==> src/render_consts.svh <==
// Size constants for the drawing sequencer
// Include wherever a coordinate width or a step size is needed
// Guarded so the package and the modules can all pull it in

`ifndef RENDER_CONSTS_SVH
`define RENDER_CONSTS_SVH

// ------------------------------
// Coordinates
// ------------------------------
`define COORD_W 10 // Bits in one X or Y coordinate

// ------------------------------
// Step sizes
// ------------------------------
`define FILL_SEG_PIX 8 // Pixels covered by one fill memory command
`define PAIR_PIX 2     // Pixels written per rectangle step

`endif

==> src/renderPkg.sv <==
// Shared types of the drawing sequencer
// Coordinates, cursor step selects and the structs passed between
// the control, the two engines and the pen cursor

`include "render_consts.svh"

package renderPkg;

	typedef logic [`COORD_W-1:0] coord_t; // One pixel coordinate

	typedef enum logic {
		PRIM_FILL = 1'b0, // VRAM fill, segment commands
		PRIM_RECT = 1'b1  // Flat rectangle, pixel pairs
	} primKind_t;

	// Next X choice for the cursor
	typedef enum logic [1:0] {
		X_ASIS      = 2'd0, // Hold
		X_LEFT      = 2'd1, // Left edge, even for a rectangle
		X_NEXT_PAIR = 2'd2, // Next pixel pair
		X_NEXT_SEG  = 2'd3  // Next fill segment
	} xSel_t;

	// Next Y choice for the cursor
	typedef enum logic [1:0] {
		Y_ASIS = 2'd0, // Hold
		Y_TOP  = 2'd1, // Top edge
		Y_NEXT = 2'd2  // Next row
	} ySel_t;

	typedef struct packed {
		coord_t x0;     // Left edge
		coord_t y0;     // Top edge
		coord_t width;  // Zero means nothing to draw
		coord_t height;
	} rectGeom_t;

	typedef struct packed {
		logic  load; // Apply the selects this cycle
		xSel_t xSel;
		ySel_t ySel;
	} stepReq_t;

	typedef struct packed {
		coord_t x;      // Pair X, even for a rectangle
		coord_t y;
		logic   writeL; // Left pixel of the pair
		logic   writeR; // Right pixel of the pair
	} pixOut_t;

	typedef struct packed {
		logic   valid; // Command pushed to the fill FIFO this cycle
		coord_t x;     // First pixel of the segment
		coord_t y;
	} fillCmd_t;

endpackage

==> src/fillEngine.sv <==
// VRAM fill engine
// Walks the surface row by row and emits one fill command per segment,
// stalling whenever the command FIFO cannot take one

`timescale 1ns/100ps

module fillEngine import renderPkg::*; (
	input  logic     i_clk,
	input  logic     i_rst,
	input  logic     i_launch,       // One-cycle strobe from the control
	input  logic     i_emptySurface, // Zero width or height
	input  logic     i_cmdAccept,    // Fill FIFO has room
	input  logic     i_lastSegment,  // Current segment ends the row
	input  logic     i_lastRow,      // Current row is the bottom one
	output stepReq_t o_step,
	output logic     o_emitCmd,
	output logic     o_done
);

	typedef enum logic [1:0] {
		IDLE      = 2'd0,
		ROW_START = 2'd1, // Size test and cursor load
		ROW_FILL  = 2'd2  // One segment per accepted cycle
	} fillState_t;

	fillState_t currState, nextState;

	always_ff @(posedge i_clk) begin
		if (i_rst)
			currState <= IDLE;
		else
			currState <= nextState;
	end

	// ------------------------------
	// Segment walk
	// ------------------------------
	always_comb begin
		nextState = currState;
		o_step    = '{load: 1'b0, xSel: X_ASIS, ySel: Y_ASIS};
		o_emitCmd = 1'b0;
		o_done    = 1'b0;
		case (currState)
			IDLE: begin
				if (i_launch)
					nextState = ROW_START;
			end
			ROW_START: begin
				if (i_emptySurface) begin // Nothing to fill
					o_done    = 1'b1;
					nextState = IDLE;
				end else begin
					o_step    = '{load: 1'b1, xSel: X_LEFT, ySel: Y_TOP};
					nextState = ROW_FILL;
				end
			end
			ROW_FILL: begin
				if (i_cmdAccept) begin // Else hold the segment
					o_emitCmd = 1'b1;
					if (i_lastSegment) begin
						// Back to the left edge, one row down
						o_step = '{load: 1'b1, xSel: X_LEFT, ySel: Y_NEXT};
						if (i_lastRow) begin
							o_done    = 1'b1;
							nextState = IDLE;
						end
					end else begin
						o_step = '{load: 1'b1, xSel: X_NEXT_SEG, ySel: Y_ASIS};
					end
				end
			end
			default: nextState = IDLE;
		endcase
	end

endmodule

==> src/penCursor.sv <==
// Pen cursor shared by both engines
// Holds the X/Y position, applies the active engine's step, derives the
// geometry flags and packs the position with the engine strobes

`timescale 1ns/100ps
`include "render_consts.svh"

module penCursor import renderPkg::*; (
	input  logic      i_clk,
	input  logic      i_rst,
	input  rectGeom_t i_geom,      // Held stable for the whole primitive
	input  stepReq_t  i_fillStep,
	input  stepReq_t  i_rectStep,
	input  logic      i_fillEmit,
	input  logic      i_writeL,
	input  logic      i_writeR,
	output logic      o_emptySurface,
	output logic      o_emptyRect,
	output logic      o_lastSegment,
	output logic      o_lastRow,
	output logic      o_rowHasPair,
	output logic      o_rowsRemain,
	output logic      o_inBoxL,
	output logic      o_inBoxR,
	output pixOut_t   o_pix,
	output fillCmd_t  o_fillCmd
);

	localparam coord_t SEG_STEP  = `FILL_SEG_PIX;
	localparam coord_t PAIR_STEP = `PAIR_PIX;
	localparam coord_t ROW_STEP  = 1;

	// One extra bit so edge sums never wrap
	localparam logic [`COORD_W:0] SEG_EXT = `FILL_SEG_PIX;
	localparam logic [`COORD_W:0] ONE_EXT = 1;

	coord_t              posX, posY;
	coord_t              leftEven;  // Rectangle left edge rounded down
	stepReq_t            step;      // Step of the active engine
	logic                loadAny;
	logic                emptyGeom;
	logic [`COORD_W:0]   xExt, yExt, x0Ext, xEnd, yEnd;

	assign loadAny  = i_fillStep.load | i_rectStep.load; // Only one engine runs
	assign step     = i_fillStep.load ? i_fillStep : i_rectStep;
	assign leftEven = {i_geom.x0[`COORD_W-1:1], 1'b0};

	// ------------------------------
	// Position registers
	// ------------------------------
	always_ff @(posedge i_clk) begin
		if (i_rst) begin
			posX <= '0;
			posY <= '0;
		end else if (loadAny) begin
			case (step.xSel)
				X_LEFT:      posX <= i_rectStep.load ? leftEven : i_geom.x0;
				X_NEXT_PAIR: posX <= posX + PAIR_STEP;
				X_NEXT_SEG:  posX <= posX + SEG_STEP;
				default:     posX <= posX;
			endcase
			case (step.ySel)
				Y_TOP:   posY <= i_geom.y0;
				Y_NEXT:  posY <= posY + ROW_STEP;
				default: posY <= posY;
			endcase
		end
	end

	// ------------------------------
	// Geometry flags
	// ------------------------------
	assign xExt  = {1'b0, posX};
	assign yExt  = {1'b0, posY};
	assign x0Ext = {1'b0, i_geom.x0};
	assign xEnd  = x0Ext + {1'b0, i_geom.width};          // Exclusive right edge
	assign yEnd  = {1'b0, i_geom.y0} + {1'b0, i_geom.height}; // Exclusive bottom

	assign emptyGeom      = (i_geom.width == '0) || (i_geom.height == '0);
	assign o_emptySurface = emptyGeom;
	assign o_emptyRect    = emptyGeom;

	assign o_lastSegment = (xExt + SEG_EXT) >= xEnd;
	assign o_lastRow     = (yExt + ONE_EXT) >= yEnd;
	assign o_rowsRemain  = yExt < yEnd;
	assign o_rowHasPair  = xExt < xEnd;
	assign o_inBoxL      = o_rowsRemain && (xExt >= x0Ext) && (xExt < xEnd);
	assign o_inBoxR      = o_rowsRemain && ((xExt + ONE_EXT) >= x0Ext)
	                       && ((xExt + ONE_EXT) < xEnd);

	// Outputs carry the position the engines acted on this cycle
	assign o_pix     = '{x: posX, y: posY, writeL: i_writeL, writeR: i_writeR};
	assign o_fillCmd = '{valid: i_fillEmit, x: posX, y: posY};

endmodule

==> src/rectEngine.sv <==
// Flat rectangle engine
// Scans the rectangle in pixel pairs, one pair per request from the
// pixel pipeline, and drops pixels outside the box or under a set mask bit

`timescale 1ns/100ps

module rectEngine import renderPkg::*; (
	input  logic       i_clk,
	input  logic       i_rst,
	input  logic       i_launch,           // One-cycle strobe from the control
	input  logic       i_emptyRect,        // Zero width or height
	input  logic       i_requestNextPixel, // Pipeline takes a pair
	input  logic       i_rowHasPair,       // Pair left pixel before right edge
	input  logic       i_rowsRemain,       // Cursor row still inside
	input  logic       i_inBoxL,
	input  logic       i_inBoxR,
	input  logic       i_checkMask,
	input  logic [1:0] i_stencilRead,      // Bit 0 is the left pixel
	output stepReq_t   o_step,
	output logic       o_writeL,
	output logic       o_writeR,
	output logic       o_stencilRead,
	output logic       o_done,
	output logic       o_reject
);

	typedef enum logic [1:0] {
		IDLE       = 2'd0,
		RECT_START = 2'd1, // Size test and cursor load
		RECT_SCAN  = 2'd2  // Pair writes and row changes
	} rectState_t;

	rectState_t currState, nextState;
	logic       maskOkL, maskOkR;

	always_ff @(posedge i_clk) begin
		if (i_rst)
			currState <= IDLE;
		else
			currState <= nextState;
	end

	// Pixel may be drawn if masking is off or its stencil bit is clear
	assign maskOkL = !i_checkMask || !i_stencilRead[0];
	assign maskOkR = !i_checkMask || !i_stencilRead[1];

	// ------------------------------
	// Pair scan
	// ------------------------------
	always_comb begin
		nextState     = currState;
		o_step        = '{load: 1'b0, xSel: X_ASIS, ySel: Y_ASIS};
		o_writeL      = 1'b0;
		o_writeR      = 1'b0;
		o_stencilRead = 1'b0;
		o_done        = 1'b0;
		o_reject      = 1'b0;
		case (currState)
			IDLE: begin
				if (i_launch)
					nextState = RECT_START;
			end
			RECT_START: begin
				if (i_emptyRect) begin // Early reject, no pixel
					o_reject  = 1'b1;
					nextState = IDLE;
				end else begin
					o_stencilRead = 1'b1; // Fetch mask bits of the first pair
					o_step        = '{load: 1'b1, xSel: X_LEFT, ySel: Y_TOP};
					nextState     = RECT_SCAN;
				end
			end
			RECT_SCAN: begin
				o_stencilRead = 1'b1;
				if (!i_rowsRemain) begin // Past the bottom row
					o_done    = 1'b1;
					nextState = IDLE;
				end else if (i_rowHasPair) begin
					if (i_requestNextPixel) begin // Else hold the pair
						o_writeL = i_inBoxL && maskOkL;
						o_writeR = i_inBoxR && maskOkR;
						o_step   = '{load: 1'b1, xSel: X_NEXT_PAIR, ySel: Y_ASIS};
					end
				end else begin
					// Row end, no write this cycle
					o_step = '{load: 1'b1, xSel: X_LEFT, ySel: Y_NEXT};
				end
			end
			default: nextState = IDLE;
		endcase
	end

endmodule

==> src/renderControl.sv <==
// Primitive sequencing for the drawing sequencer
// Latches the primitive at start, holds the launch until memory is quiet,
// then tracks the engine and runs the flush wait after a rectangle

`timescale 1ns/100ps

module renderControl import renderPkg::*; (
	input  logic      i_clk,
	input  logic      i_rst,
	input  logic      i_start,         // Pulse, only taken while idle
	input  primKind_t i_prim,
	input  logic      i_memBusy,       // Memory transaction running
	input  logic      i_pixelInFlight, // Pixel pipeline not drained yet
	input  logic      i_fillDone,
	input  logic      i_rectDone,
	input  logic      i_rectReject,
	output logic      o_launchFill,
	output logic      o_launchRect,
	output logic      o_flush,
	output logic      o_renderInactiveNextCycle,
	output logic      o_busy
);

	typedef enum logic [2:0] {
		IDLE       = 3'd0,
		WAIT_QUIET = 3'd1, // Wait for running memory transaction
		DISPATCH   = 3'd2, // Engine tests the size here
		RUNNING    = 3'd3,
		FLUSH_WAIT = 3'd4  // Rectangle only
	} ctrlState_t;

	ctrlState_t currState, nextState;
	primKind_t  primReg; // Kind latched at start
	logic       launch;

	// ------------------------------
	// State register
	// ------------------------------
	always_ff @(posedge i_clk) begin
		if (i_rst)
			currState <= IDLE;
		else
			currState <= nextState;
	end

	always_ff @(posedge i_clk) begin
		if (currState == IDLE && i_start)
			primReg <= i_prim;
	end

	// ------------------------------
	// Next state and strobes
	// ------------------------------
	always_comb begin
		nextState = currState;
		launch    = 1'b0;
		o_flush   = 1'b0;
		case (currState)
			IDLE: begin
				if (i_start)
					nextState = WAIT_QUIET;
			end
			WAIT_QUIET: begin
				if (!i_memBusy) begin // First quiet cycle fires the engine
					launch    = 1'b1;
					nextState = DISPATCH;
				end
			end
			DISPATCH: begin
				// Only an empty primitive can end in the size test cycle
				nextState = (i_fillDone || i_rectReject) ? IDLE : RUNNING;
			end
			RUNNING: begin
				if (i_rectDone)
					nextState = FLUSH_WAIT;
				else if (i_fillDone)
					nextState = IDLE; // Fill needs no flush
			end
			FLUSH_WAIT: begin
				// Memory idle and no pixel left in the pipeline
				if (!i_memBusy && !i_pixelInFlight) begin
					o_flush   = 1'b1;
					nextState = IDLE;
				end
			end
			default: nextState = IDLE;
		endcase
	end

	assign o_launchFill = launch && (primReg == PRIM_FILL);
	assign o_launchRect = launch && (primReg == PRIM_RECT);
	assign o_busy       = (currState != IDLE);

	// Last cycle of any primitive, rejected ones included
	assign o_renderInactiveNextCycle = (currState != IDLE) && (nextState == IDLE);

endmodule

==> src/renderTop.sv <==
// Drawing sequencer top level
// Control, fill engine and rectangle engine share one pen cursor,
// which produces the pixel pair and fill command outputs

`timescale 1ns/100ps

module renderTop import renderPkg::*; (
	input  logic       i_clk,
	input  logic       i_rst,
	input  logic       i_start,
	input  primKind_t  i_prim,
	input  rectGeom_t  i_geom,
	input  logic       i_checkMask,
	input  logic [1:0] i_stencilRead,
	input  logic       i_cmdAccept,
	input  logic       i_requestNextPixel,
	input  logic       i_memBusy,
	input  logic       i_pixelInFlight,
	output pixOut_t    o_pix,
	output fillCmd_t   o_fillCmd,
	output logic       o_stencilRead,
	output logic       o_flush,
	output logic       o_renderInactiveNextCycle,
	output logic       o_busy
);

	logic     launchFill, launchRect;
	logic     fillDone, rectDone, rectReject;
	stepReq_t fillStep, rectStep;
	logic     fillEmit, writeL, writeR;
	logic     emptySurface, emptyRect, lastSegment, lastRow; // Cursor flags
	logic     rowHasPair, rowsRemain, inBoxL, inBoxR;

	renderControl u_renderControl (
		.i_clk(i_clk), .i_rst(i_rst), .i_start(i_start), .i_prim(i_prim),
		.i_memBusy(i_memBusy), .i_pixelInFlight(i_pixelInFlight),
		.i_fillDone(fillDone), .i_rectDone(rectDone), .i_rectReject(rectReject),
		.o_launchFill(launchFill), .o_launchRect(launchRect), .o_flush(o_flush),
		.o_renderInactiveNextCycle(o_renderInactiveNextCycle), .o_busy(o_busy)
	);

	fillEngine u_fillEngine (
		.i_clk(i_clk), .i_rst(i_rst), .i_launch(launchFill),
		.i_emptySurface(emptySurface), .i_cmdAccept(i_cmdAccept),
		.i_lastSegment(lastSegment), .i_lastRow(lastRow),
		.o_step(fillStep), .o_emitCmd(fillEmit), .o_done(fillDone)
	);

	rectEngine u_rectEngine (
		.i_clk(i_clk), .i_rst(i_rst), .i_launch(launchRect), .i_emptyRect(emptyRect),
		.i_requestNextPixel(i_requestNextPixel), .i_rowHasPair(rowHasPair),
		.i_rowsRemain(rowsRemain), .i_inBoxL(inBoxL), .i_inBoxR(inBoxR),
		.i_checkMask(i_checkMask), .i_stencilRead(i_stencilRead),
		.o_step(rectStep), .o_writeL(writeL), .o_writeR(writeR),
		.o_stencilRead(o_stencilRead), .o_done(rectDone), .o_reject(rectReject)
	);

	penCursor u_penCursor (
		.i_clk(i_clk), .i_rst(i_rst), .i_geom(i_geom),
		.i_fillStep(fillStep), .i_rectStep(rectStep), .i_fillEmit(fillEmit),
		.i_writeL(writeL), .i_writeR(writeR),
		.o_emptySurface(emptySurface), .o_emptyRect(emptyRect),
		.o_lastSegment(lastSegment), .o_lastRow(lastRow),
		.o_rowHasPair(rowHasPair), .o_rowsRemain(rowsRemain),
		.o_inBoxL(inBoxL), .o_inBoxR(inBoxR), .o_pix(o_pix), .o_fillCmd(o_fillCmd)
	);

endmodule

==> config.mk <==
export PLATFORM = sky130hd
export DESIGN_NAME = renderTop
export DESIGN_NICKNAME = d
export VERILOG_FILES = /design/src/renderPkg.sv /design/src/fillEngine.sv /design/src/penCursor.sv /design/src/rectEngine.sv /design/src/renderControl.sv /design/src/renderTop.sv
export VERILOG_INCLUDE_DIRS = /design/src /design/src/src
export SDC_FILE = /design/constraint.sdc
export NUM_CORES = 1
export LEC_CHECK = 0
export CAP_MARGIN = 30
export CORE_ASPECT_RATIO = 0.5
export CORE_MARGIN = 4
export CORE_UTILIZATION = 30
export CTS_CLUSTER_DIAMETER = 40
export CTS_CLUSTER_SIZE = 10
export DETAILED_ROUTE_END_ITERATION = 8
export DONT_BUFFER_PORTS = 1
export PLACE_DENSITY = 0.51
export RECOVER_POWER = 25
export SLEW_MARGIN = 20
export SYNTH_ARGS = -nofsm -noshare
export SYNTH_HDL_FRONTEND = slang
export SYNTH_HIERARCHICAL = 1
export SYNTH_SLANG_ARGS = --single-unit
==> constraint.sdc <==
create_clock -name i_clk -period 5.2 [get_ports i_clk]
set_input_delay 0.26 -clock i_clk [delete_from_list [all_inputs] [get_ports i_clk]]
set_output_delay 0.26 -clock i_clk [all_outputs]
set_load 0.02 [all_outputs]
; ---- Yosys cells after proc, flatten, opt, wreduce, memory -nomap -nowiden
; Cells that the tools add are included.
[classes]
n_eq_ne = 19
n_bitwise = 2
addsub = 8
multipliers = 0
n_lt_le_gt_ge = 7
n_mux = 52
shift = 0
n_reduce_logical = 33
div_mod_pow = 0
[op_table]
columns = op, n
row1 = case mux 10 bit (3 select lines), 1
row2 = two-way mux 5 bit, 5
row3 = two-way mux 1 bit, 23
row4 = adder 10 x 1 -> 11 bit (second input constant), 2
row5 = adder 10 x 10 -> 11 bit, 2
row6 = >= comparator 11 bit, 2
row7 = < comparator 10 x 11 -> 1 bit, 2
row8 = zero test 10 bit, 2
row9 = case mux 10 bit (2 select lines), 1
row10 = case mux 5 bit (2 select lines), 2
row11 = two-way mux 2 bit, 8
row12 = two-way mux 3 bit, 5
row13 = case mux 3 bit (5 select lines), 1
row14 = inequality test 2 bit (second input constant), 6
row15 = case mux 2 bit (3 select lines), 2
row16 = adder 10 x 4 -> 11 bit (second input constant), 1
row17 = >= comparator 11 x 10 -> 1 bit, 1
row18 = logical AND 1 bit, 11
row19 = < comparator 11 bit, 1
row20 = adder 10 x 1 -> 10 bit (second input constant), 1
row21 = adder 10 x 2 -> 10 bit (second input constant), 1
row22 = adder 10 x 4 -> 10 bit (second input constant), 1
row23 = == test 2 bit (second input constant), 5
row24 = >= comparator 10 bit, 1
row25 = other kinds (16), 34
[word_totals]
word_cells = 127
regBits = 28
latch_bits = 0
mem_bits_ro = 0
mem_count = 0
mem_bits_rw = 0
out_inout_bits = 47
inputBits = 51

; ---- Logic depth before layout (Yosys ltp)
; Gate-level depths: netlist of the first run.
[logic_depth]
word_depth = 11
mapped_depth = 26

; ---- Cells and area by module
; The synthesis of the first run kept the hierarchy.
[by_module_without_submodules]
columns = mod, area_each_um2, cells_each, n_inst
row1 = penCursor, 4000.1, 515, 1
row2 = rectEngine, 254.0, 35, 1
row3 = fillEngine, 225.2, 27, 1
row4 = renderControl, 224.0, 26, 1

; ---- Worst setup path before layout of the first run
; Ideal clock, no wire load.
[synth_timing]
path_kind = input to register
start = in i_geom[10] in the netlist's numbering
end = reg u_penCursor.posX[4]
stages = 26
path_slack_ns = 0.489
t_arrival_ns = 4.646
path_buffers = 2
path_cell_list = ha_1 > fa_1 > a21o_1 > a21oi_1 > nor2b_1 > o21ai_0 > nor2b_1 > xor2_1 > ha_1 > o211ai_1 > a21oi_1 > a211o_1 > maj3_1 > nand2_1 > nor2_1 > o21a_1 > mux2i_1 > inv_1 > ha_1 > clkbuf_1 > nor2_1 > clkbuf_1 > a22oi_1 > a21oi_1 > a21oi_1 > nor2_1
[synth_lines]
columns = element, line
row1 = "start, declared", renderTop.sv:12  ; input rectGeom_t i_geom,
row2 = "end signal, assigned", penCursor.sv:57  ; X_LEFT: posX <= i_rectStep.load ? leftEven : i_geom.x0;
row3 = "end signal, assigned", penCursor.sv:58  ; X_NEXT_PAIR: posX <= posX + PAIR_STEP;
row4 = "end signal, assigned", penCursor.sv:59  ; X_NEXT_SEG: posX <= posX + SEG_STEP;
row5 = "end, declared", penCursor.sv:37  ; coord_t posX, posY;

; ---- Final worst setup path of the first run
[layout_timing]
start = reg u_penCursor.posY[0]
end = out o_renderInactiveNextCycle
[layout_between]
elab_chain_len = 11
word_cells_on_any_way = 16
[layout_rtl]
columns = element, line
row1 = "start, declared", penCursor.sv:37
row2 = "start signal, assigned", penCursor.sv:63  ; Y_TOP: posY <= i_geom.y0;
row3 = "start signal, assigned", penCursor.sv:64  ; Y_NEXT: posY <= posY + ROW_STEP;
row4 = "start signal, assigned", penCursor.sv:65  ; default: posY <= posY;
row5 = adder 10 x 1 -> 11 bit (*), penCursor.sv:84  ; assign o_lastRow = (yExt + ONE_EXT) >= yEnd;
row6 = >= comparator 11 bit (*), penCursor.sv:84
row7 = via lastRow, renderTop.sv:31  ; logic emptySurface, emptyRect, lastSegment, lastRow;
row8 = two-way mux 1 bit (*), fillEngine.sv:63  ; if (i_lastRow) begin
row9 = two-way mux 1 bit (*), fillEngine.sv:60  ; if (i_lastSegment) begin
row10 = two-way mux 1 bit (*), fillEngine.sv:58  ; if (i_cmdAccept) begin
row11 = case mux 1 bit (2 select lines) (*), fillEngine.sv:43  ; case (currState)
row12 = via fillDone, renderTop.sv:28  ; logic fillDone, rectDone, rectReject;
row13 = two-way mux 3 bit / logical OR 1 bit (equally long branches), "renderControl.sv:76, renderControl.sv:71"
row14 = two-way mux 3 bit / two-way mux 2 bit (equally long branches), "renderControl.sv:74, renderControl.sv:71"
row15 = case mux 3 bit (5 select lines) (*), renderControl.sv:58  ; case (currState)
row16 = zero test 3 bit (*), renderControl.sv:95  ; assign o_renderInactiveNextCycle = (currState != IDLE) && (nextState == IDLE);
row17 = logical AND 1 bit (*), renderControl.sv:95
row18 = "end, declared", renderTop.sv:23  ; output logic o_renderInactiveNextCycle,
; Mark *: on every way through the listed nets, which the timed path passes. The rest lies on a longest branch.

==> results of run 1 <==
final timing paths:
kind                                                 from                      endpoint  slack [ns]  cells after the start
worst max-delay path                  u_penCursor/posY[0]     o_renderInactiveNextCycle        0.43                     18
worst min-delay path                                i_rst  u_renderControl/currState[1]        0.05                      1
worst max register to register        u_penCursor/posY[0]           u_penCursor/posX[4]        0.67                     23
worst min register to register  u_fillEngine/currState[1]     u_fillEngine/currState[1]        0.50                      2
timing repair:
action                                  in CTS  in global routing
hold buffers                                 0                  0
gates resized for setup                      0                  3
endpoints found under the setup margin       0                  8
setup buffers                                0                  0
area by class of cell:
class                      instances  area [um2]
sequential                        28       570.5
tap                              204       255.2
fill                            1653       10380
multi-input combinational        495        3749
timing repair buffer              26       180.2
inverter                          38       142.6
clock buffer                       4       100.1
per-layer routing:
layer | vias up | share of wire (%) | track usage (%)
li1 | 2148 | - | -
met1 | 1933 | 50 | 20.19
met2 | 81 | 42 | 22.94
met3 | 12 | 6.4 | 2.767
met4 | 0 | 1.3 | 2.991
met5 | - | 0 | 0
placed cells by master, fill, tap and decap left out, types with 8 or more instances in the layout:
master / Yosys / final
xnor2_1: 21 / 21
and3_1: 9 / 9
a22oi_1: 11 / 11
nor3_1: 11 / 11
ha_1: 97 / 96
nor2b_1: 12 / 12
buf_4: 26 / 22
xor2_1: 15 / 14
nand2_1: 46 / 46
dfxtp_1: 27 / 27
nand2b_1: 9 / 9
o31ai_1: 8 / 8
a21o_1: 9 / 9
inv_1: 37 / 37
nand3_1: 27 / 27
o21ai_0: 32 / 32
a21oi_1: 37 / 37
nor2_1: 44 / 44
cells by family (layout without fill, tap and decap cells):
logic type	count (synthesis)	count (layout)	share of synthesized area (%)
AND/OR/NAND/NOR	192	192	20.72
adder cells (fa/ha/maj)	104	104	27.72
flip-flops	28	28	12.13
buffers and inverters	80	68	8.513
AO/OA/AOI/OAI	155	155	22.45
multiplexers	8	8	1.756
XOR/XNOR	36	36	6.704
registers in the layout, indices dropped and copies added (netlist names):
signal and count:
u_penCursor/posX 10, u_penCursor/posY 10, u_renderControl/currState 3, u_fillEngine/currState 2, u_rectEngine/currState 2, u_renderControl/primReg 1
through the flow:
| stage | util, % | area, um2 |
|---|---|---|
| after floorplan | - | 4703 |
| after global placement | 31.84 | 4896 |
| after detailed placement | 31.84 | 4896 |
| after CTS | 32.50 | 4996 |
| after global routing | 32.50 | 4997 |
| final | 32.50 | 4997 |
report_power, final:
group          total, mW  switching, mW  leakage [nW]  internal [mW]
Combinational      0.351          0.199          1.93          0.151
Clock              0.218         0.0833        0.0493          0.134
Sequential         0.242         0.0145         0.228          0.228
Total              0.811          0.297          2.20          0.514
worst reg2reg max path, delay by kind of cell (launching register included):
kind	cells	cell delay, ns
AO/OA/AOI/OAI	8	1.37
adder cells (fa/ha/maj)	2	0.45
buffers and inverters	5	0.72
flip-flops	1	0.54
multiplexers	1	0.18
AND/OR/NAND/NOR	7	1.20
==> results.json, run 1 <==
{
  "grt_pass1_wl_mm": 20.66,
  "synthArstFlopShare_pct": 0,
  "drc": 0,
  "end_kind": "output pin",
  "ioPinCount": 98,
  "skew_ns": 0.002110,
  "clock-root-buffer": "clkbuf_16",
  "viasPerCell": 5.250,
  "setup_ws_ns": 0.4274,
  "yosys-top-cells-count": "ha_1, nand2_1, nor2_1",
  "drtPass1Iterations": 4,
  "setup_tns_ns": 0,
  "slew_headroom_pct": 31.09,
  "dpl.hpwl_mm": 11.10,
  "synth-main-ff-cell": "dfxtp_1",
  "grt_max_degree": 30,
  "ir_drop_mv": 0.07882,
  "critical_path_class": "register to output pin",
  "whs_ns": 0.04588,
  "synth_top_area_share_pct": 25.80,
  "drtIter0Drc": 250,
  "synth_edf_count": 1,
  "syn_area_um2": 4703,
  "drive_gt1_share_pct": 7.953,
  "cts_inserted_buffers": 3,
  "port_buffers": 0,
  "synth_most_common_cell": "ha_1",
  "die_area_um2": 17870,
  "clock.fmax_mhz": 209.5,
  "maxCapViolations": 0,
  "yosys_warnings": 6,
  "ant_nets": 0,
  "yosysSeqAreaShare_pct": 12.13,
  "dp.cells": 791,
  "finalWirelength_mm": 13.12,
  "n_antenna_cell": 0,
  "min_period_over_period_pct": 91.78,
  "clk-insertion-delay-late_ns": 0.27,
  "p_per_area_nw_per_um2": 162.3,
  "layout.cells.non_filler": 795,
  "num_vias": 4174,
  "synthTopCellsByArea": "ha_1, dfxtp_1, buf_4",
  "place_congestion": 0.8209,
  "cts_sinks": 28,
  "leakagePower_nw": 2.202,
  "cp-start-kind": "register",
  "avgSynthCellArea_um2": 7.800,
  "ys_ff_latch": 28,
  "p_total_mw": 0.8108,
  "core_area_um2": 15370,
  "antenna_found_initial": 0,
  "dp_slack_ns": 0.008140,
  "syn-num-nets": 753,
  "hp-class": "input port to register",
  "htree_levels": 1,
  "die_y_um": 96.54,
  "status": "complete, no violations",
  "rows": 32,
  "die_w_um": 185.1,
  "yosysTopAreaCell": "ha_1",
  "initial_core_util_pct": 30.59,
  "netlist_instances": 603,
  "grt_pass1_vias": 4033,
  "area_growth_pct": 6.252,
  "critical_path_peak_fanout": 5,
  "path_clk_slew_ns": 0.08,
  "finalSetupViolCount": 0,
  "crit_chain": "ha_1 > and3_1 > nand3_1 > xnor2_1 > ha_1 > nand3b_1 > a21boi_0 > o2111ai_1 > nand4b_1 > maj3_1 > a31oi_1 > maj3_1 > o21ai_0 > nand3_1 > a21boi_0 > or4b_4 > nor3b_1 > buf_4",
  "required_ns": 4.94,
  "nets": 742,
  "synth_cell_type_count": 67,
  "hold_viol_final": 0,
  "grt_usage_pct": 14.34,
  "fin_crit_ns": 4.773,
  "slew_violations": 0,
  "wl_per_cell_um": 16.50,
  "clockBufferDepth": 2,
  "critPathMaxStageDelay_ns": 0.57,
  "path_buf_inv": 1,
  "worstPathArrival_ns": 4.51,
  "worst_pin_slew_ns": 1.034,
  "worst_path_max_delay_cell": "or4b_4",
  "cts_tree": "yes",
  "gr-total-overflow": 0,
  "crit_family": "simple AND/OR/NAND/NOR gates"
}
(Power assumes the default switching activity.)
==> inputs of run 2 (changes only) <==
Settings changed: ABC_AREA set to 1, CELL_PAD_IN_SITES_DETAIL_PLACEMENT set to 1, CELL_PAD_IN_SITES_GLOBAL_PLACEMENT set to 1, CTS_BUF_LIST set to sky130_fd_sc_hd__clkbuf_4 sky130_fd_sc_hd__clkbuf_8, PLACE_DENSITY 0.51 to 0.65.
==> run 2 against run 1 <==
  * Register-to-register slack improved by 0.38 ns
  * Setup slack improved by 0.50 ns
  * Final area rose by 7.5%
  * Die area rose by 9.0%
  * Synthesized cell count rose by 36%
  * Synthesized area rose by 9.6%
  * First-iteration DRC count fell by 1.6%
  * Sequential power rose by 55%
  * Via count rose by 26%
  * Clock-buffer cell count fell by 1
  * Clock power fell by 9.6%
  * Sequential share of layout area fell by 0.80 points
  * Critical path type unchanged
  * Largest power group unchanged
==> results.json, run 2 <==
{
  "status": "complete, no violations",
  "worstPathArrival_ns": 4.02,
  "syn-num-nets": 971,
  "htree_levels": 1,
  "clk-insertion-delay-late_ns": 0.31,
  "fin_crit_ns": 4.278,
  "p_per_area_nw_per_um2": 292.6,
  "synth-main-ff-cell": "dfxtp_1",
  "finalWirelength_mm": 18.10,
  "cp-start-kind": "register",
  "antenna_found_initial": 0,
  "yosys-top-cells-count": "nand2_1, inv_1, ha_1",
  "worst_pin_slew_ns": 0.9803,
  "yosysTopAreaCell": "ha_1",
  "drtPass1Iterations": 4,
  "cts_inserted_buffers": 3,
  "place_congestion": 0.8958,
  "clock-root-buffer": "clkbuf_8",
  "final_cell_mix": "nand2_1, inv_1, ha_1",
  "synth_cell_type_count": 40,
  "netlist_instances": 821,
  "synth_edf_count": 1,
  "crit_chain": "ha_1 > nand2_1 > nor2_1 > nand3_1 > xor2_1 > ha_1 > nand3_1 > nor3_1 > nand2_1 > nand3_1 > nand2_1 > o21ai_1 > nor2_1 > nand3_2 > nand2_1 > nor2_2 > nand2_1 > nor2_1",
  "clock.fmax_mhz": 233.8,
  "ant_nets": 0,
  "viasPerCell": 5.108,
  "ir_drop_mv": 0.08778,
  "synthTopCellsByArea": "ha_1, nand2_1, dfxtp_1",
  "synthArstFlopShare_pct": 0,
  "end_kind": "output pin",
  "slew_headroom_pct": 34.64,
  "port_buffers": 0,
  "ioPinCount": 98,
  "rows": 33,
  "path_common_cell": "nand2_1",
  "drc": 0,
  "ys_ff_latch": 28,
  "core_area_um2": 16600,
  "pwr-share-comb_pct": 63.5,
  "cts_sinks": 28,
  "grt_usage_pct": 18.34,
  "die_y_um": 100.7,
  "die_w_um": 193.4,
  "synth_top_area_share_pct": 23.54,
  "reg2reg_slack_ns": 1.05,
  "gr-total-overflow": 0,
  "dp.cells": 1026,
  "clockBufferDepth": 2,
  "die_area_um2": 19480,
  "reg.largest.list": "u_penCursor/posX: 10 flops, u_penCursor/posY: 10 flops, u_renderControl/currState: 3 flops",
  "power.internal_mw": 0.7062,
  "cts_tree": "yes",
  "n_antenna_cell": 0,
  "yosys_warnings": 6,
  "pwr-share-clk_pct": 12.6,
  "power.switching_mw": 0.8656,
  "hold_viol_final": 0,
  "yosysSeqAreaShare_pct": 11.07,
  "avgSynthCellArea_um2": 6.280,
  "setup_tns_ns": 0,
  "holdBufCountCts": 1,
  "cts-resized-gates": 0,
  "grt_max_degree": 17,
  "required_ns": 4.94,
  "final_common_cell": "nand2_1",
  "dpl.hpwl_mm": 15.42,
  "fill_cells": 2184,
  "wl_per_cell_um": 17.53,
  "slew_violations": 0,
  "critPathMaxStageDelay_ns": 0.80,
  "switching_share_pct": 55.07,
  "path_clk_slew_ns": 0.13,
  "leakagePower_nw": 2.773,
  "initial_core_util_pct": 31.06,
  "p_total_mw": 1.572,
  "utilization_pct": 32.36,
  "finalSetupViolCount": 0,
  "critical_path_class": "register to output pin",
  "grt_pass1_vias": 5462,
  "synth_most_common_cell": "nand2_1",
  "min_period_over_period_pct": 82.26,
  "cts_setup_buffers": 0,
  "nets": 956,
  "num_vias": 5271,
  "grt_setup_unrepaired": "false",
  "hp-class": "input port to register",
  "skew_ns": 0.008427,
  "drive_gt1_share_pct": 5.466,
  "drtIter0Drc": 246,
  "maxCapViolations": 0,
  "worst_path_max_delay_cell": "dfxtp_1",
  "area_growth_pct": 4.174,
  "syn_area_um2": 5156,
  "pwr-share-seq_pct": 24.0,
  "layout.cells.non_filler": 1032,
  "critical_path_peak_fanout": 9,
  "grt_pass1_wl_mm": 29.09
}
==> run 2: power groups by stage <==
stage | clock (mW) | sequential (mW) | combinational [mW]
5_1_grt | 0.212 | 0.386 | 1.15
6_report | 0.197 | 0.376 | 0.998
2_1_floorplan | 0 | 0.354 | 0.784
4_1_cts | 0.207 | 0.378 | 1.00
3_3_place_gp | 0 | 0.383 | 0.961
3_5_place_dp | 0 | 0.383 | 0.993
==> run 2: critical path, delay by kind of cell (launching register included) <==
| family | cells | cell delay, ns |
|---|---|---|
| flip-flops | 1 | 0.80 |
| AO/OA/AOI/OAI | 1 | 0.25 |
| XOR/XNOR | 1 | 0.20 |
| adder cells (fa/ha/maj) | 2 | 0.64 |
| AND/OR/NAND/NOR | 14 | 1.82 |
==> run 2: worst paths after layout <==
kind,start,endpoint,cells past startpoint
hold reg to reg,u_rectEngine/currState[1],u_rectEngine/currState[1],2
hold / removal,i_rst,u_penCursor/posX[0],1
setup / recovery,u_penCursor/posY[0],o_renderInactiveNextCycle,18
setup reg to reg,u_penCursor/posX[3],u_penCursor/posX[0],23
==> run 2: through the flow <==
step | area [um2] | hold slack [ns] | setup slack [ns]
finish | 5371 | 0.03973 | 0.9225
detailed placement | 5296 | 0.3350 | 0.7160
global placement | 5291 | 0.3339 | 0.7871
CTS | 5378 | 0.001746 | 0.8290
global route | 5371 | 0.01585 | 0.5446
floorplan | 5156 | 0.3291 | 1.287
==> run 2: cells by family (layout without fill, tap and decap cells) <==
kind of cell / Yosys count / after routing / share of synthesized area [%]
AOI/OAI and AO/OA: 118 / 118 / 13.15
muxes: 1 / 1 / 0.1941
adders and majority gates: 99 / 99 / 24.31
DFF: 28 / 28 / 11.07
xor gates and xnor gates: 25 / 25 / 4.247
buffers and inverters: 164 / 148 / 13.88
and+or+nand+nor: 386 / 386 / 33.15
==> run 2: layer usage <==
| metal | wire length, um | GRT usage, % |
|---|---|---|
| met5 | 0 | 0 |
| met4 | 149 | 3.045 |
| met3 | 801 | 3.005 |
| met2 | 8026 | 31.11 |
| met1 | 9118 | 25.19 |
==> run 2: layout make-up <==
class                   instances  area, um2  area share, %
multi-input cells             629       3865          71.95
flip-flops and latches         28      570.5          10.62
inverters                     131      491.7          9.154
well taps                     227      284.0          5.288
repair buffers                 13      88.84          1.654
clock buffers                   3      41.29         0.7687
clock inverters                 1      30.03         0.5590
==> inputs of run 3 (changes only) <==
Settings changed: ABC_AREA 1 to 0.
Clock period 5.2 ns to 3.45 ns, I/O delays scaled along.
==> run 3 against run 2 <==
  * The run now ends with setup timing left
  * Clock power grew 12%
  * Critical path depth is 6 higher
  * Via count decreased by 6.9%
  * Cell count shrank 9.7%
  * Non-clock buffer count is 150 higher
  * Power decreased by 6.6%
  * Flip-flop and latch count unchanged
  * Register-to-register slack worse by 1.6 ns
  * Clock-buffer cell count up 1
  * Worst hold slack worse by 0.020 ns
  * Combinational power shrank 11%
  * Critical endpoint is now u_penCursor/posX[8]
  * Highest routed layer unchanged
==> results.json, run 3 (synthesized netlist as in run 1, its figures left out) <==
{
  "slew_headroom_pct": 46.13,
  "final_cell_mix": "buf_4, ha_1, nand2_1, nor2_1, inv_1",
  "worst_pin_slew_ns": 0.8081,
  "p_per_area_nw_per_um2": 217.6,
  "hold_viol_final": 0,
  "clock-root-buffer": "clkbuf_8",
  "wl_met3_um": 571,
  "ioPinCount": 98,
  "utilization_pct": 43.87,
  "clk-insertion-delay-late_ns": 0.29,
  "slew_violations": 0,
  "critical_path_class": "input port to register",
  "wl_met1_mm": 8.023,
  "setup_ws_ns": -0.6694,
  "maxCapViolations": 0,
  "rows": 32,
  "grt_pass1_wl_mm": 26.85,
  "fin_crit_ns": 4.119,
  "grt_setup_unrepaired": "true",
  "nets": 879,
  "area_growth_pct": 43.42,
  "die_w_um": 185.1,
  "grt_usage_pct": 18.56,
  "worstPathArrival_ns": 4.33,
  "skew_ns": 0.009394,
  "dr_wl_met2_mm": 8.322,
  "cts_tree": "yes",
  "design_area_um2": 6745,
  "critical_path_peak_fanout": 6,
  "gr-total-overflow": 0,
  "path_clk_slew_ns": 0.11,
  "initial_core_util_pct": 30.59,
  "n_antenna_cell": 0,
  "final_common_cell": "buf_4",
  "num_vias": 4906,
  "drtPass1Iterations": 4,
  "drive_gt1_share_pct": 38.32,
  "cp-start-kind": "input port",
  "die_area_um2": 17870,
  "leakagePower_nw": 2.986,
  "ir_drop_mv": 0.1427,
  "drtIter0Drc": 156,
  "wl_per_cell_um": 18.33,
  "top_layer": "met4",
  "cts_inserted_buffers": 3,
  "clock.fmax_mhz": 242.8,
  "viasPerCell": 5.264,
  "antenna_found_initial": 0,
  "hp-class": "input port to register",
  "placed_cell_area_um2": 5829,
  "min_period_over_period_pct": 119.4,
  "required_ns": 3.66,
  "end_kind": "register",
  "core_area_um2": 15370,
  "finalWirelength_mm": 17.08,
  "die_y_um": 96.54,
  "reg.largest.list": "u_penCursor/posX: 10 flops, u_penCursor/posY: 10 flops, u_renderControl/currState: 3 flops",
  "ant_nets": 0,
  "violations": "setup timing",
  "cts_sinks": 28,
  "clockBufferDepth": 2,
  "grt_max_degree": 30,
  "finalSetupViolCount": 25,
  "status": "finished, violations left",
  "drc": 0,
  "port_buffers": 0,
  "htree_levels": 1,
  "grt_pass1_vias": 5285,
  "place_congestion": 0.8497,
  "dpl.hpwl_mm": 13.38
}
## run 3: cell count changes in the layout (fill, tap and decap cells not counted), moves of 12 or more
cell     change
xnor2_1     +13
a21oi_1     -32
nand3_1     -31
a21oi_2     +13
nor2_1      -31
nand2_1    -157
buf_4      +130
inv_1       -87
buf_6       +14
nand4_1     -12
## run 3: repair_timing
action                                 4_1_cts  5_1_grt
hold buffers                                 1        1
cloned                                       1        0
gates resized for setup                     87       45
setup buffers                               24        7
pin swaps                                   78       40
setup endpoints to repair                   26       28
endpoints found under the hold margin       26       25
## run 3: power breakdown
part | total [mW] | leakage [nW] | internal, mW | switching (mW)
registers | 0.359 | 0.230 | 0.342 | 0.0168
clock network | 0.220 | 0.0288 | 0.103 | 0.118
logic | 0.889 | 2.73 | 0.452 | 0.437
## run 3: layer usage
layer / vias up / track usage, %
met5: - / 0
met4: 0 / 2.320
met2: 76 / 34.73
met1: 2400 / 23.74
met3: 11 / 2.319
li1: 2419 / -
## run 3: per-stage QoR
stage | setup slack (ns) | cells | TNS (ns) | power (mW) | hold WS [ns]
2_1_floorplan | -0.7137 | 603 | -11.97 | 0.8286 | 0.2349
3_3_place_gp | -1.069 | 896 | -20.38 | 1.072 | 0.2416
3_5_place_dp | -1.253 | 896 | -24.08 | 1.108 | 0.2427
4_1_cts | -0.5852 | 925 | -11.53 | 1.425 | -0.07437
5_1_grt | -0.8706 | 932 | -17.85 | 1.592 | 0.01225
6_report | -0.6694 | 932 | -12.60 | 1.468 | 0.01957
## run 3: final timing paths
path | end | depth (start not counted) | slack [ns] | startpoint
worst max-delay path | u_penCursor/posX[8] | 24 | -0.67 | i_geom[0]
worst min-delay path | u_penCursor/posX[1] | 2 | 0.02 | i_geom[31]
worst max register to register | u_penCursor/posX[8] | 21 | -0.51 | u_penCursor/posY[2]
worst min register to register | u_fillEngine/currState[0] | 2 | 0.50 | u_fillEngine/currState[0]
## run 3: worst max-delay path, cell delays in order
cell and delay (ns):
ha_4 0.15, fa_2 0.34, buf_4 0.15, xnor2_2 0.13
ha_1 0.31, nor2b_4 0.17, a221oi_4 0.08, o21ai_4 0.19
o2111ai_2 0.14, and4b_1 0.23, or3_4 0.38, a21boi_4 0.20
inv_2 0.07, and2_4 0.14, and3_4 0.16, and2_4 0.14
mux2i_4 0.16, inv_2 0.09, ha_4 0.21, nor2_4 0.18
a221oi_4 0.10, buf_4 0.14, buf_4 0.12, a211oi_2 0.17
## run 3: layout make-up
cell class | count | area [um2]
fillers | 1839 | 8630
multi-input cells | 495 | 4363
repair buffers | 163 | 1335
flip-flops and latches | 28 | 581.8
well taps | 204 | 255.2
inverters | 38 | 155.1
clock buffers | 4 | 55.05
